## src/logic/led_mon_pkg.sv

```systemverilog
`default_nettype none

package led_mon_pkg;

    // Display geometry.
    parameter int NUM_DIGITS = 32;
    parameter int DIGIT_W    = 5;
    parameter int SEG_W      = 8;
    parameter int FRAME_W    = 16;

    // AXI field widths.
    parameter int ID_W   = 4;
    parameter int ADDR_W = 32;
    parameter int LEN_W  = 8;
    parameter int DATA_W = 32;

    parameter logic [1:0] RESP_OKAY   = 2'b00;
    parameter logic [1:0] RESP_SLVERR = 2'b10;

    // One latched frame, headed for the store.
    typedef struct packed {
        logic               valid;
        logic [DIGIT_W-1:0] digit;
        logic [SEG_W-1:0]   seg;
    } seg_write_t;

    // Read address channel.
    typedef struct packed {
        logic [ID_W-1:0]   id;
        logic [ADDR_W-1:0] addr;
        logic [LEN_W-1:0]  len;
        logic [1:0]        burst;
    } axi_ar_t;

    // Read data channel.
    typedef struct packed {
        logic [ID_W-1:0]   id;
        logic [DATA_W-1:0] data;
        logic [1:0]        resp;
        logic              last;
    } axi_r_t;

endpackage

`default_nettype wire

```

## src/logic/shift_chain_capture.sv

```systemverilog
`timescale 1ns/1ps
`default_nettype none

module shift_chain_capture #(
    parameter int SYNC_STAGES = 2
) (
    input  logic                    clk,
    input  logic                    SLAVE_RSTN,
    input  logic                    sck,
    input  logic                    ser,
    input  logic                    rck,
    output led_mon_pkg::seg_write_t seg_write
);

    // Bit positions of the pins inside the synchronizer.
    localparam int PIN_SCK = 0;
    localparam int PIN_SER = 1;
    localparam int PIN_RCK = 2;

    logic [2:0]                          sync_q [SYNC_STAGES];
    logic [2:0]                          pins_s;
    logic                                sck_d;
    logic                                rck_d;
    logic                                sck_rise;
    logic                                rck_rise;
    logic [led_mon_pkg::FRAME_W-1:0]     chain;
    logic                                wr_valid;
    logic [led_mon_pkg::DIGIT_W-1:0]     wr_digit;
    logic [led_mon_pkg::SEG_W-1:0]       wr_seg;

    // All three pins share one synchronizer.
    always_ff @(posedge clk or negedge SLAVE_RSTN) begin
        if (!SLAVE_RSTN) begin
            for (int i = 0; i < SYNC_STAGES; i++) begin
                sync_q[i] <= '0;
            end
        end else begin
            sync_q[0] <= {rck, ser, sck};
            for (int i = 1; i < SYNC_STAGES; i++) begin
                sync_q[i] <= sync_q[i-1];
            end
        end
    end

    assign pins_s = sync_q[SYNC_STAGES-1];

    always_ff @(posedge clk or negedge SLAVE_RSTN) begin
        if (!SLAVE_RSTN) begin
            sck_d <= 1'b0;
            rck_d <= 1'b0;
        end else begin
            sck_d <= pins_s[PIN_SCK];
            rck_d <= pins_s[PIN_RCK];
        end
    end

    assign sck_rise = pins_s[PIN_SCK] & ~sck_d;
    assign rck_rise = pins_s[PIN_RCK] & ~rck_d;

    // Two cascaded 595s.
    // New bit lands at bit 0, segment MSB spills into the select byte.
    always_ff @(posedge clk or negedge SLAVE_RSTN) begin
        if (!SLAVE_RSTN) begin
            chain <= '0;
        end else if (sck_rise) begin
            chain <= {chain[led_mon_pkg::FRAME_W-2:0], pins_s[PIN_SER]};
        end
    end

    always_ff @(posedge clk or negedge SLAVE_RSTN) begin
        if (!SLAVE_RSTN) begin
            wr_valid <= 1'b0;
        end else begin
            wr_valid <= rck_rise;
        end
    end

    // Storage latch.
    always_ff @(posedge clk) begin
        if (rck_rise) begin
            wr_digit <= chain[led_mon_pkg::SEG_W +: led_mon_pkg::DIGIT_W];
            wr_seg   <= chain[led_mon_pkg::SEG_W-1:0];
        end
    end

    assign seg_write = '{valid: wr_valid, digit: wr_digit, seg: wr_seg};

    // One write per rck rise.
    a_single_write: assert property (@(posedge clk) disable iff (!SLAVE_RSTN)
        seg_write.valid |=> !seg_write.valid);

endmodule

`default_nettype wire

```

## src/logic/digit_store.sv

```systemverilog
`timescale 1ns/1ps
`default_nettype none

module digit_store (
    input  logic                            clk,
    input  logic                            SLAVE_RSTN,
    input  led_mon_pkg::seg_write_t         seg_write,
    input  logic [led_mon_pkg::DIGIT_W-1:0] rd_digit,
    output logic [led_mon_pkg::SEG_W-1:0]   rd_seg
);

    // Last pattern seen per digit.
    logic [led_mon_pkg::SEG_W-1:0] seg_mem [led_mon_pkg::NUM_DIGITS];

    always_ff @(posedge clk or negedge SLAVE_RSTN) begin
        if (!SLAVE_RSTN) begin
            for (int i = 0; i < led_mon_pkg::NUM_DIGITS; i++) begin
                seg_mem[i] <= '0;
            end
        end else if (seg_write.valid) begin
            seg_mem[seg_write.digit] <= seg_write.seg;
        end
    end

    // Live read with no register stage.
    assign rd_seg = seg_mem[rd_digit];

endmodule

`default_nettype wire

```

## src/logic/axi_rd_slave.sv

```systemverilog
`timescale 1ns/1ps
`default_nettype none

module axi_rd_slave (
    input  logic                            clk,
    input  logic                            SLAVE_RSTN,
    input  led_mon_pkg::axi_ar_t            ar,
    input  logic                            ar_valid,
    output logic                            ar_ready,
    output led_mon_pkg::axi_r_t             r,
    output logic                            r_valid,
    input  logic                            r_ready,
    output logic [led_mon_pkg::DIGIT_W-1:0] rd_digit,
    input  logic [led_mon_pkg::SEG_W-1:0]   rd_seg
);

    localparam int PAD_W = led_mon_pkg::DATA_W - led_mon_pkg::DIGIT_W - led_mon_pkg::SEG_W;

    logic                           busy;
    logic [led_mon_pkg::LEN_W-1:0]  beat_cnt;
    logic [led_mon_pkg::ID_W-1:0]   id_q;
    logic [led_mon_pkg::ADDR_W-1:0] idx_q;
    logic [led_mon_pkg::LEN_W-1:0]  len_q;
    logic                           ar_fire;
    logic                           r_fire;
    logic                           last_beat;
    logic                           in_range;

    assign ar_fire   = ar_valid && ar_ready;
    assign r_fire    = r_valid && r_ready;
    assign last_beat = (beat_cnt == len_q);
    assign in_range  = (idx_q < led_mon_pkg::NUM_DIGITS);

    // Only one burst in flight.
    assign ar_ready = !busy;
    assign r_valid  = busy;

    always_ff @(posedge clk or negedge SLAVE_RSTN) begin
        if (!SLAVE_RSTN) begin
            busy     <= 1'b0;
            beat_cnt <= '0;
        end else if (ar_fire) begin
            busy     <= 1'b1;
            beat_cnt <= '0;
        end else if (r_fire) begin
            if (last_beat) begin
                busy <= 1'b0;
            end else begin
                beat_cnt <= beat_cnt + 1'b1;
            end
        end
    end

    // Burst id, length and current word index.
    always_ff @(posedge clk) begin
        if (ar_fire) begin
            id_q  <= ar.id;
            idx_q <= ar.addr;
            len_q <= ar.len;
        end else if (r_fire && !last_beat) begin
            idx_q <= idx_q + 1'b1;
        end
    end

    assign rd_digit = idx_q[led_mon_pkg::DIGIT_W-1:0];

    always_comb begin
        r.id   = id_q;
        r.last = last_beat;
        if (in_range) begin
            r.data = {{PAD_W{1'b0}}, idx_q[led_mon_pkg::DIGIT_W-1:0], rd_seg};
            r.resp = led_mon_pkg::RESP_OKAY;
        end else begin
            // Past the last digit.
            r.data = '1;
            r.resp = led_mon_pkg::RESP_SLVERR;
        end
    end

    // Beat holds during a stall; the segment byte follows live writes.
    a_r_stable: assert property (@(posedge clk) disable iff (!SLAVE_RSTN)
        (r_valid && !r_ready) |=>
            ($stable(r.id) && $stable(r.resp) && $stable(r.last)
             && $stable(r.data[led_mon_pkg::DATA_W-1:led_mon_pkg::SEG_W])));

    // Burst stays open, and new requests blocked, until its last beat moves.
    a_burst_open: assert property (@(posedge clk) disable iff (!SLAVE_RSTN)
        (ar_fire || (r_valid && !(r_fire && r.last))) |=> (r_valid && !ar_ready));

endmodule

`default_nettype wire

```

## src/logic/led_mon_top.sv

```systemverilog
`timescale 1ns/1ps
`default_nettype none

module led_mon_top #(
    parameter int SYNC_STAGES = 2
) (
    input  logic                 clk,
    input  logic                 SLAVE_RSTN,
    input  logic                 sck,
    input  logic                 ser,
    input  logic                 rck,
    input  led_mon_pkg::axi_ar_t ar,
    input  logic                 ar_valid,
    output logic                 ar_ready,
    output led_mon_pkg::axi_r_t  r,
    output logic                 r_valid,
    input  logic                 r_ready
);

    led_mon_pkg::seg_write_t         seg_write;
    logic [led_mon_pkg::DIGIT_W-1:0] rd_digit;
    logic [led_mon_pkg::SEG_W-1:0]   rd_seg;

    // Pin side.
    shift_chain_capture #(
        .SYNC_STAGES(SYNC_STAGES)
    ) u_capture (
        .clk       (clk),
        .SLAVE_RSTN(SLAVE_RSTN),
        .sck       (sck),
        .ser       (ser),
        .rck       (rck),
        .seg_write (seg_write)
    );

    digit_store u_store (
        .clk       (clk),
        .SLAVE_RSTN(SLAVE_RSTN),
        .seg_write (seg_write),
        .rd_digit  (rd_digit),
        .rd_seg    (rd_seg)
    );

    // Host side.
    axi_rd_slave u_axi (
        .clk       (clk),
        .SLAVE_RSTN(SLAVE_RSTN),
        .ar        (ar),
        .ar_valid  (ar_valid),
        .ar_ready  (ar_ready),
        .r         (r),
        .r_valid   (r_valid),
        .r_ready   (r_ready),
        .rd_digit  (rd_digit),
        .rd_seg    (rd_seg)
    );

endmodule

`default_nettype wire

```

## config.mk

```make
export PLATFORM = sky130hd
export DESIGN_NAME = led_mon_top
export DESIGN_NICKNAME = d
export VERILOG_FILES = /design/src/logic/led_mon_pkg.sv /design/src/logic/shift_chain_capture.sv /design/src/logic/digit_store.sv /design/src/logic/axi_rd_slave.sv /design/src/logic/led_mon_top.sv
export SDC_FILE = /design/constraint.sdc
export NUM_CORES = 1
export LEC_CHECK = 0
export BUFFER_PORTS_ARGS = -buffer_cell sky130_fd_sc_hd__buf_2
export CAP_MARGIN = 20
export CORE_ASPECT_RATIO = 1.75
export CORE_MARGIN = 5
export CORE_UTILIZATION = 45
export DETAILED_ROUTE_END_ITERATION = 6
export SLEW_MARGIN = 20
export SYNTH_ARGS = -nofsm -noshare
export SYNTH_HDL_FRONTEND = slang
export SYNTH_SLANG_ARGS = --single-unit
```

## constraint.sdc

```tcl
create_clock -name clk -period 3.35 [get_ports clk]
set_input_delay 0 -clock clk [delete_from_list [all_inputs] [get_ports clk]]
set_output_delay 0 -clock clk [all_outputs]
set_load 0.05 [all_outputs]
```

==> results of run 1 <==
==> cells in the final DEF, fill, tap and decap left out, types with 7 or more instances in the layout <==
| master | instances |
|---|---|
| nand3_1 | 16 |
| nand2_1 | 65 |
| mux4_2 | 59 |
| o21ai_0 | 20 |
| mux2_1 | 8 |
| clkbuf_16 | 37 |
| dfrtp_1 | 287 |
| and3_1 | 8 |
| mux2_2 | 274 |
| nand2_2 | 7 |
| nor2_1 | 9 |
| xnor2_1 | 10 |
| buf_2 | 89 |
| nor4_1 | 9 |
| edfxtp_1 | 57 |
| dlygate4sd3_1 | 50 |
| nor2_2 | 12 |
| clkinv_2 | 7 |
| mux2i_1 | 11 |
| a22oi_1 | 13 |
| o21ai_1 | 17 |
| xor2_1 | 30 |
| buf_4 | 14 |
| nand4_1 | 11 |
| inv_1 | 8 |
==> area by class of cell <==
cell class	instances	area, um^2
clock inverters	17	124
repair buffers	165	1270
inverters	9	33.8
clock buffers	44	992
flip-flops and latches	344	8890
fillers	2879	16700
well taps	465	582
multi-input cells	653	6580
==> per-layer routing <==
| layer | routed length, um | vias up | GRT usage, % |
|---|---|---|---|
| li1 | - | 4234 | - |
| met1 | 14300 | 4867 | 21.8 |
| met2 | 19900 | 178 | 35.1 |
| met3 | 1120 | 50 | 2.97 |
| met4 | 914 | 0 | 5.65 |
| met5 | 0 | - | 0 |
==> flip-flops by register name (all words and copies together) (netlist names) <==
signal	cells
u_axi.r_valid	1
u_capture.wr_digit	5
u_capture.wr_valid	1
u_capture.wr_seg	8
u_capture.rck_d	1
u_capture.sync_q	3
u_axi.beat_cnt	8
u_axi.len_q	8
u_capture.sck_d	1
u_axi.idx_q	32
u_store.seg_mem	256
u_axi.id_q	4
u_capture.pins_s	3
u_capture.chain	13
==> path summary, 6_finish.rpt <==
path                                         to  depth (start not counted)
max                                        r[6]                          7
min                           u_axi.beat_cnt[2]                          5
max reg2reg                     u_axi.idx_q[26]                          7
min reg2reg                 u_capture.pins_s[2]                          0
max in group asynchronous  u_store.seg_mem[159]                          3
min in group asynchronous   u_store.seg_mem[52]                          2
==> repair_timing <==
item,4_1_cts,5_1_grt
endpoints found under the setup margin,0,0
hold buffers,50,0
endpoints found under the hold margin,168,0
setup buffers,0,0
==> power groups by stage <==
stage | Clock (mW) | Sequential [mW] | Combinational, mW
global placement | 0 | 5.58 | 1.71
global route | 4.09 | 5.58 | 2.02
finish | 3.82 | 5.49 | 1.85
floorplan | 0 | 5.34 | 1.43
detailed placement | 0 | 5.59 | 1.80
CTS | 3.94 | 5.52 | 1.85
==> kinds of logic (layout without fill, tap and decap cells) <==
| kind of cell | count (synthesis) | in the layout | share of synthesized area [%] |
|---|---|---|---|
| other cells | 1 | 1 | 0.0235 |
| fa+ha+maj | 2 | 2 | 0.157 |
| flops | 344 | 344 | 55.7 |
| mux | 352 | 352 | 28.9 |
| buf+inv | 93 | 235 | 3.16 |
| compound gates | 78 | 78 | 3.21 |
| xor+xnor | 40 | 40 | 2.19 |
| simple gates | 180 | 180 | 6.67 |
==> through the flow <==
stage               worst slack (ns)  utilization, %
finish                         0.347            52.5
global route                   0.179            52.5
CTS                            0.301            52.4
detailed placement             0.876            47.8
global placement               0.889            47.6
floorplan                      0.582               -
==> worst max-delay path, stage by stage, from the launching register on <==
cell and delay [ns]:
edfxtp_1 0.38, buf_12 0.28, buf_4 0.31, mux4_2 0.52, a22o_1 0.27, a221oi_1 0.28
a22oi_1 0.14, buf_2 0.26
==> key figures, run 1 <==
Power and ir drop
  – Pleak: 8.04 nW
  – Power Total: 11.2 mW
  – Net Switching: 2.95 mW
  – Switch share: 26.5%
  – Flop pwr share: 49.2%
  – Logic pwr share: 16.6%
  – P_int: 8.21 mW
  – Peak VDD IR: 0.321 mV
  – PwrDens: 604 mW/mm^2
  – Clock group share of total power: 34.2%

Worst hold path
  – Type of the worst min-delay path: input port to flip-flop
  – Hold Crit Start: r_ready

STA
  – Final setup violation count: 0
  – Fin. max-slew vios: 0
  – Setup TNS: 0 ns
  – Final Skew: 0.0217 ns
  – Fmax: 0.333 GHz
  – Tmin final: 3.00 ns
  – Final period utilization: 89.6%
  – Final Hold Viols: 0
  – RSZ-0062 raised after global routing: false
  – Final hold slack: 0.0672 ns
  – Slew @ Worst Pin: 1.01 ns
  – Slew HR: 32.4%

CTS
  – CTS Buffer Depth: 3
  – Worst skew pair latency: 0.53 ns
  – Clk pin slew, worst setup/hold paths: 0.07 ns
  – Clock tree sinks: 344
  – CTS tree: yes
  – H-Tree Depth: 2
  – Clock Tree Root: clkbuf_16
  – TritonCTS Buffers: 35
  – Post-cts sizing count: 0

Logic synthesis
  – Primary FF master, synth: dfrtp_1
  – Synth unique cells: 57
  – Syn_nets: 1145
  – Avg Cell Area, Syn: 14.7 um^2
  – Post-synth ARST share: 83.4%
  – Cells after Synth: 1090
  – Top-area cell type share of the netlist area: 45.0%
  – Mapped cell area: 0.0160 mm^2
  – Post-synth top cells: 287 x dfrtp_1, 274 x mux2_2, 65 x nand2_1
  – YS warnings: 0
  – Biggest area consumer among synthesized cells: dfrtp_1
  – Top cells by area, synth: dfrtp_1 45%, mux2_2 19%, edfxtp_1 11%
  – Sequential-to-total area share from yosys stat: 55.7%
  – FF+latch count, synth: 344
  – Number of synthesized flops with an enable pin: 57
  – Most frequent cell after synthesis: dfrtp_1

Detailed routing
  – Wirelength, routed: 36200 um
  – DR vias: 9329
  – Via-per-instance ratio: 5.50
  – Starting DRT DRC Count: 457
  – DR pass1 iterations: 5
  – Wire length per cell: 21.3 um
  – Remaining DRCs: 0
  – Post-route ant nets: 0

Cells and area
  – Layout cells sized above 1: 44.1%
  – Finished Cell Area: 0.0185 mm^2
  – N_diodes: 0
  – Non-filler instance count after layout: 1697
  – Layout Nets: 1263
  – P&R area growth vs syn: 15.7%

Global routing
  – First-pass GRT wire length: 58500 um
  – GR Overflow Total: 0
  – Vias in the first global route: 10100
  – Gr usage total: 18.6%
  – Initial antenna violation count: 0
  – Largest net degree at the start of global routing: 125

Placed design
  – I/O Buffers: 90
  – Area after DPL: 0.0168 mm^2
  – DP Cell Count: 1583
  – HPWL after DPL: 24200 um
  – Gpl congestion: 0.802

Setup path
  – CP arrival: 3.00 ns
  – Worst endpoint required time: 3.35 ns
  – Setup crit start kind: flip-flop
  – Crit path capture type: primary output
  – Crit Path Class: flip-flop to primary output
  – Largest fanout on the critical path: 30
  – FF-to-FF Start: u_axi.idx_q[0]
  – CP Launch Point: u_axi.idx_q[0]
  – Flop2flop setup slack: 0.92 ns

Floorplanning
  – # IOs: 94
  – # rows: 91
  – Die height: 259 um
  – Horiz. Die Dim: 152 um
  – Core ar.: 0.0352 mm^2
  – Die ar.: 0.0395 mm^2
  – Initial Util: 45.4%

Run status
  – Status: completed

Flow run
  – Max Cap Violations: 0
Note: power is estimated with default switching activity, not from simulation.
==> run 2, diff against run 1 <==
==> constraint.sdc (replaced) <==
create_clock -name clk -period 3.1 [get_ports clk]
set_input_delay 0 -clock clk [delete_from_list [all_inputs] [get_ports clk]]
set_output_delay 0 -clock clk [all_outputs]
set_load 0.05 [all_outputs]
==> key figures, run 2 (same netlist as run 1, synthesis figures left out) <==
Power and ir drop
  – Pleak: 8.12 nW (+1.1%)
  – Switch share: 25.6% (-0.84 points)
  – Net Switching: 3.16 mW (+7.1%)
  – Logic pwr share: 16.3% (-0.3 points)
  – Flop pwr share: 48.0% (-1.2 points)
  – P_int: 9.19 mW (+12%)
  – Clock group share of total power: 35.6% (+1.4 points)
  – Peak VDD IR: 0.453 mV (+41%)
  – PwrDens: 663 mW/mm^2 (+9.7%)

Setup path
  – Flop2flop setup slack: 0.65 ns (-0.27 ns)
  – FF-to-FF Start: u_axi.idx_q[1]
  – CP bufs+invs: 1 (-2)
  – CP max-delay cell: nor4_4
  – Largest fanout on the critical path: 9 (-70%)
  – CP peak stage delay: 0.66 ns (+0.14 ns)
  – Setup crit start kind: flip-flop
  – Crit path capture type: primary output
  – CP arrival: 2.89 ns (-0.11 ns)
  – Crit Path Class: flip-flop to primary output
  – RR Endpoint: u_axi.idx_q[22]
  – CP cell instances: nor4_1, nand3_1, nor4_4, a32oi_1, buf_2
  – Crit path max-delay family: simple AND/OR/NAND/NOR gates
  – Worst endpoint required time: 3.10 ns (-0.25 ns)
  – Worst reg2reg path depth: 6 (-1)

Cells and area
  – Multi-input logic area: 0.00658 mm^2 (about the same)
  – Max reg flops: 256 (unchanged)
  – Layout cells sized above 1: 44.5% (+0.40 points)
  – Top reg by flops: u_store.seg_mem
  – Layout Nets: 1268 (+0.40%)
  – Most frequent cells in the layout: 287 x dfrtp_1, 274 x mux2_2, 89 x buf_2
  – P&R area growth vs syn: 16.7%
  – Commonest non-fill, non-tap cell in the layout: dfrtp_1
  – Largest regs: u_store.seg_mem x256, u_axi.idx_q x32, u_capture.chain x13
  – # fillers: 2898 (+0.66%)
  – N_diodes: 0 (unchanged)
  – Finished Cell Area: 0.0186 mm^2 (+0.84%)
  – Storage cell area: 0.00889 mm^2 (unchanged)

STA
  – RSZ-0062 raised after global routing: false
  – Final Skew: 0.0106 ns (-0.0111 ns)
  – Slew HR: 27.5% (-5.0 points)
  – Slew @ Worst Pin: 1.09 ns (+0.0744 ns)
  – Fmax: 0.345 GHz
  – Final Hold Viols: 0 (unchanged)
  – Setup TNS: 0 ns (unchanged)
  – Tmin final: 2.89 ns
  – Fin. max-slew vios: 0 (unchanged)
  – Final setup violation count: 0 (unchanged)
  – Final period utilization: 93.4%

Placed design
  – Area after DPL: 0.0168 mm^2 (+0.16%)
  – HPWL after DPL: 24500 um (+1.2%)
  – I/O Buffers: 90 (unchanged)
  – Gpl congestion: 0.792 (-1.3%)

Global routing
  – Vias in the first global route: 10200 (+1.4%)
  – Gr usage total: 18.8% (+0.15 points)
  – First-pass GRT wire length: 59000 um (+0.96%)
  – GR Overflow Total: 0 (unchanged)
  – Initial antenna violation count: 0 (unchanged)
  – Largest net degree at the start of global routing: 100 (-20%)

Worst hold path
  – Hold Crit Start: r_ready
  – Hold Path Stages: 5 (unchanged)
  – Type of the worst min-delay path: input port to flip-flop
  – Hold EP: u_axi.beat_cnt[0]

Floorplanning
  – Core ar.: 0.0352 mm^2 (unchanged)
  – Die height: 259 um (unchanged)
  – Horiz. Die Dim: 152 um (unchanged)
  – Die ar.: 0.0395 mm^2 (unchanged)
  – # rows: 91 (unchanged)
  – Initial Util: 45.4% (unchanged)
  – # IOs: 94 (unchanged)

CTS
  – H-Tree Depth: 2 (unchanged)
  – CTS tree: yes
  – Clk pin slew, worst setup/hold paths: 0.06 ns (about the same)
  – Clock Tree Root: clkbuf_16
  – Worst skew pair latency: 0.52 ns (about the same)
  – TritonCTS Buffers: 35 (unchanged)
  – CTS Buffer Depth: 3 (unchanged)
  – Clock tree sinks: 344 (unchanged)

Detailed routing
  – Starting DRT DRC Count: 401 (-12%)
  – Post-route ant nets: 0 (unchanged)
  – DR vias: 9359 (+0.32%)
  – Wirelength, routed: 36300 um (+0.34%)
  – DR pass1 iterations: 4 (-1)
  – Via-per-instance ratio: 5.49 (about the same)
  – Remaining DRCs: 0 (unchanged)
  – Wire length per cell: 21.3 um (about the same)

Flow run
  – Max Cap Violations: 0 (unchanged)

Run status
  – Status: completed
[run 2: changes by cell type in the layout (fill, tap and decap cells not counted), moves of 2 or more]
| cell | change |
|---|---|
| clkinv_1 | -5 |
| nor2b_2 | -2 |
| nor2b_1 | +2 |
| clkbuf_8 | +3 |
| buf_4 | +4 |
| clkbuf_16 | +4 |
| clkbuf_1 | +2 |
[run 2: per-layer routing]
metal	track usage, %	vias to the layer above	share of wire [%]
met5	0	-	0
met4	6.00	0	3.1
met3	2.89	50	3.0
met2	35.2	167	55
met1	22.0	4890	39
li1	-	4252	-
[run 2: worst max path at each step]
stage / to / startpoint / cells after the start / slack, ns
floorplan: u_axi.idx_q[0] / u_axi.r_valid / 2 / 0.33
global placement: u_axi.idx_q[22] / u_axi.idx_q[1] / 6 / 0.63
detailed placement: u_axi.idx_q[22] / u_axi.idx_q[1] / 6 / 0.59
CTS: r[9] / u_axi.idx_q[0] / 7 / 0.09
global route: r[9] / u_axi.idx_q[0] / 7 / 0.07
finish: r[7] / u_axi.idx_q[8] / 5 / 0.21
[run 2: repair_timing]
action | in CTS | in global routing
endpoints found under the hold margin | 147 | 0
gates resized for setup | 0 | 1
buffers inserted | 0 | 1
setup endpoints to repair | 0 | 1
hold buffers | 50 | 0
[run 2: stage by stage]
stage / std cells / power [mW] / worst slack [ns] / util [%] / hold WS, ns
after detailed placement: 1586 / 7.99 / 0.594 / 47.9 / 0.109
final: 1704 / 12.4 / 0.205 / 52.9 / 0.100
after global placement: 1584 / 7.88 / 0.627 / 47.7 / 0.103
after CTS: 1699 / 12.5 / 0.0947 / 52.8 / 0.0766
after floorplan: 1090 / 7.31 / 0.332 / - / -0.296
after global routing: 1704 / 13.0 / 0.0659 / 52.9 / 0.116
[run 2: area by class of cell]
| cell class | instances | area share [%] |
|---|---|---|
| clock buffers | 52 | 5.99 |
| multi-input cells | 653 | 35.3 |
| well taps | 465 | 3.12 |
| flip-flops and latches | 344 | 47.7 |
| repair buffers | 170 | 7.09 |
| clock inverters | 11 | 0.584 |
| inverters | 9 | 0.181 |
[run 2: power groups by stage]
| stage | Clock, mW | Sequential, mW | Combinational [mW] |
|---|---|---|---|
| after floorplan | 0 | 5.77 | 1.54 |
| after global placement | 0 | 6.02 | 1.86 |
| after detailed placement | 0 | 6.05 | 1.95 |
| after CTS | 4.55 | 5.96 | 2.01 |
| after global routing | 4.73 | 6.04 | 2.20 |
| final | 4.40 | 5.94 | 2.02 |
[run 2: tightest hold or removal path, delay by kind of cell]
kind	cells	cell delay [ns]
XOR/XNOR	1	0.15
buffers and inverters	1	0.10
AND/OR/NAND/NOR	2	0.21
AO/OA/AOI/OAI	1	0.12
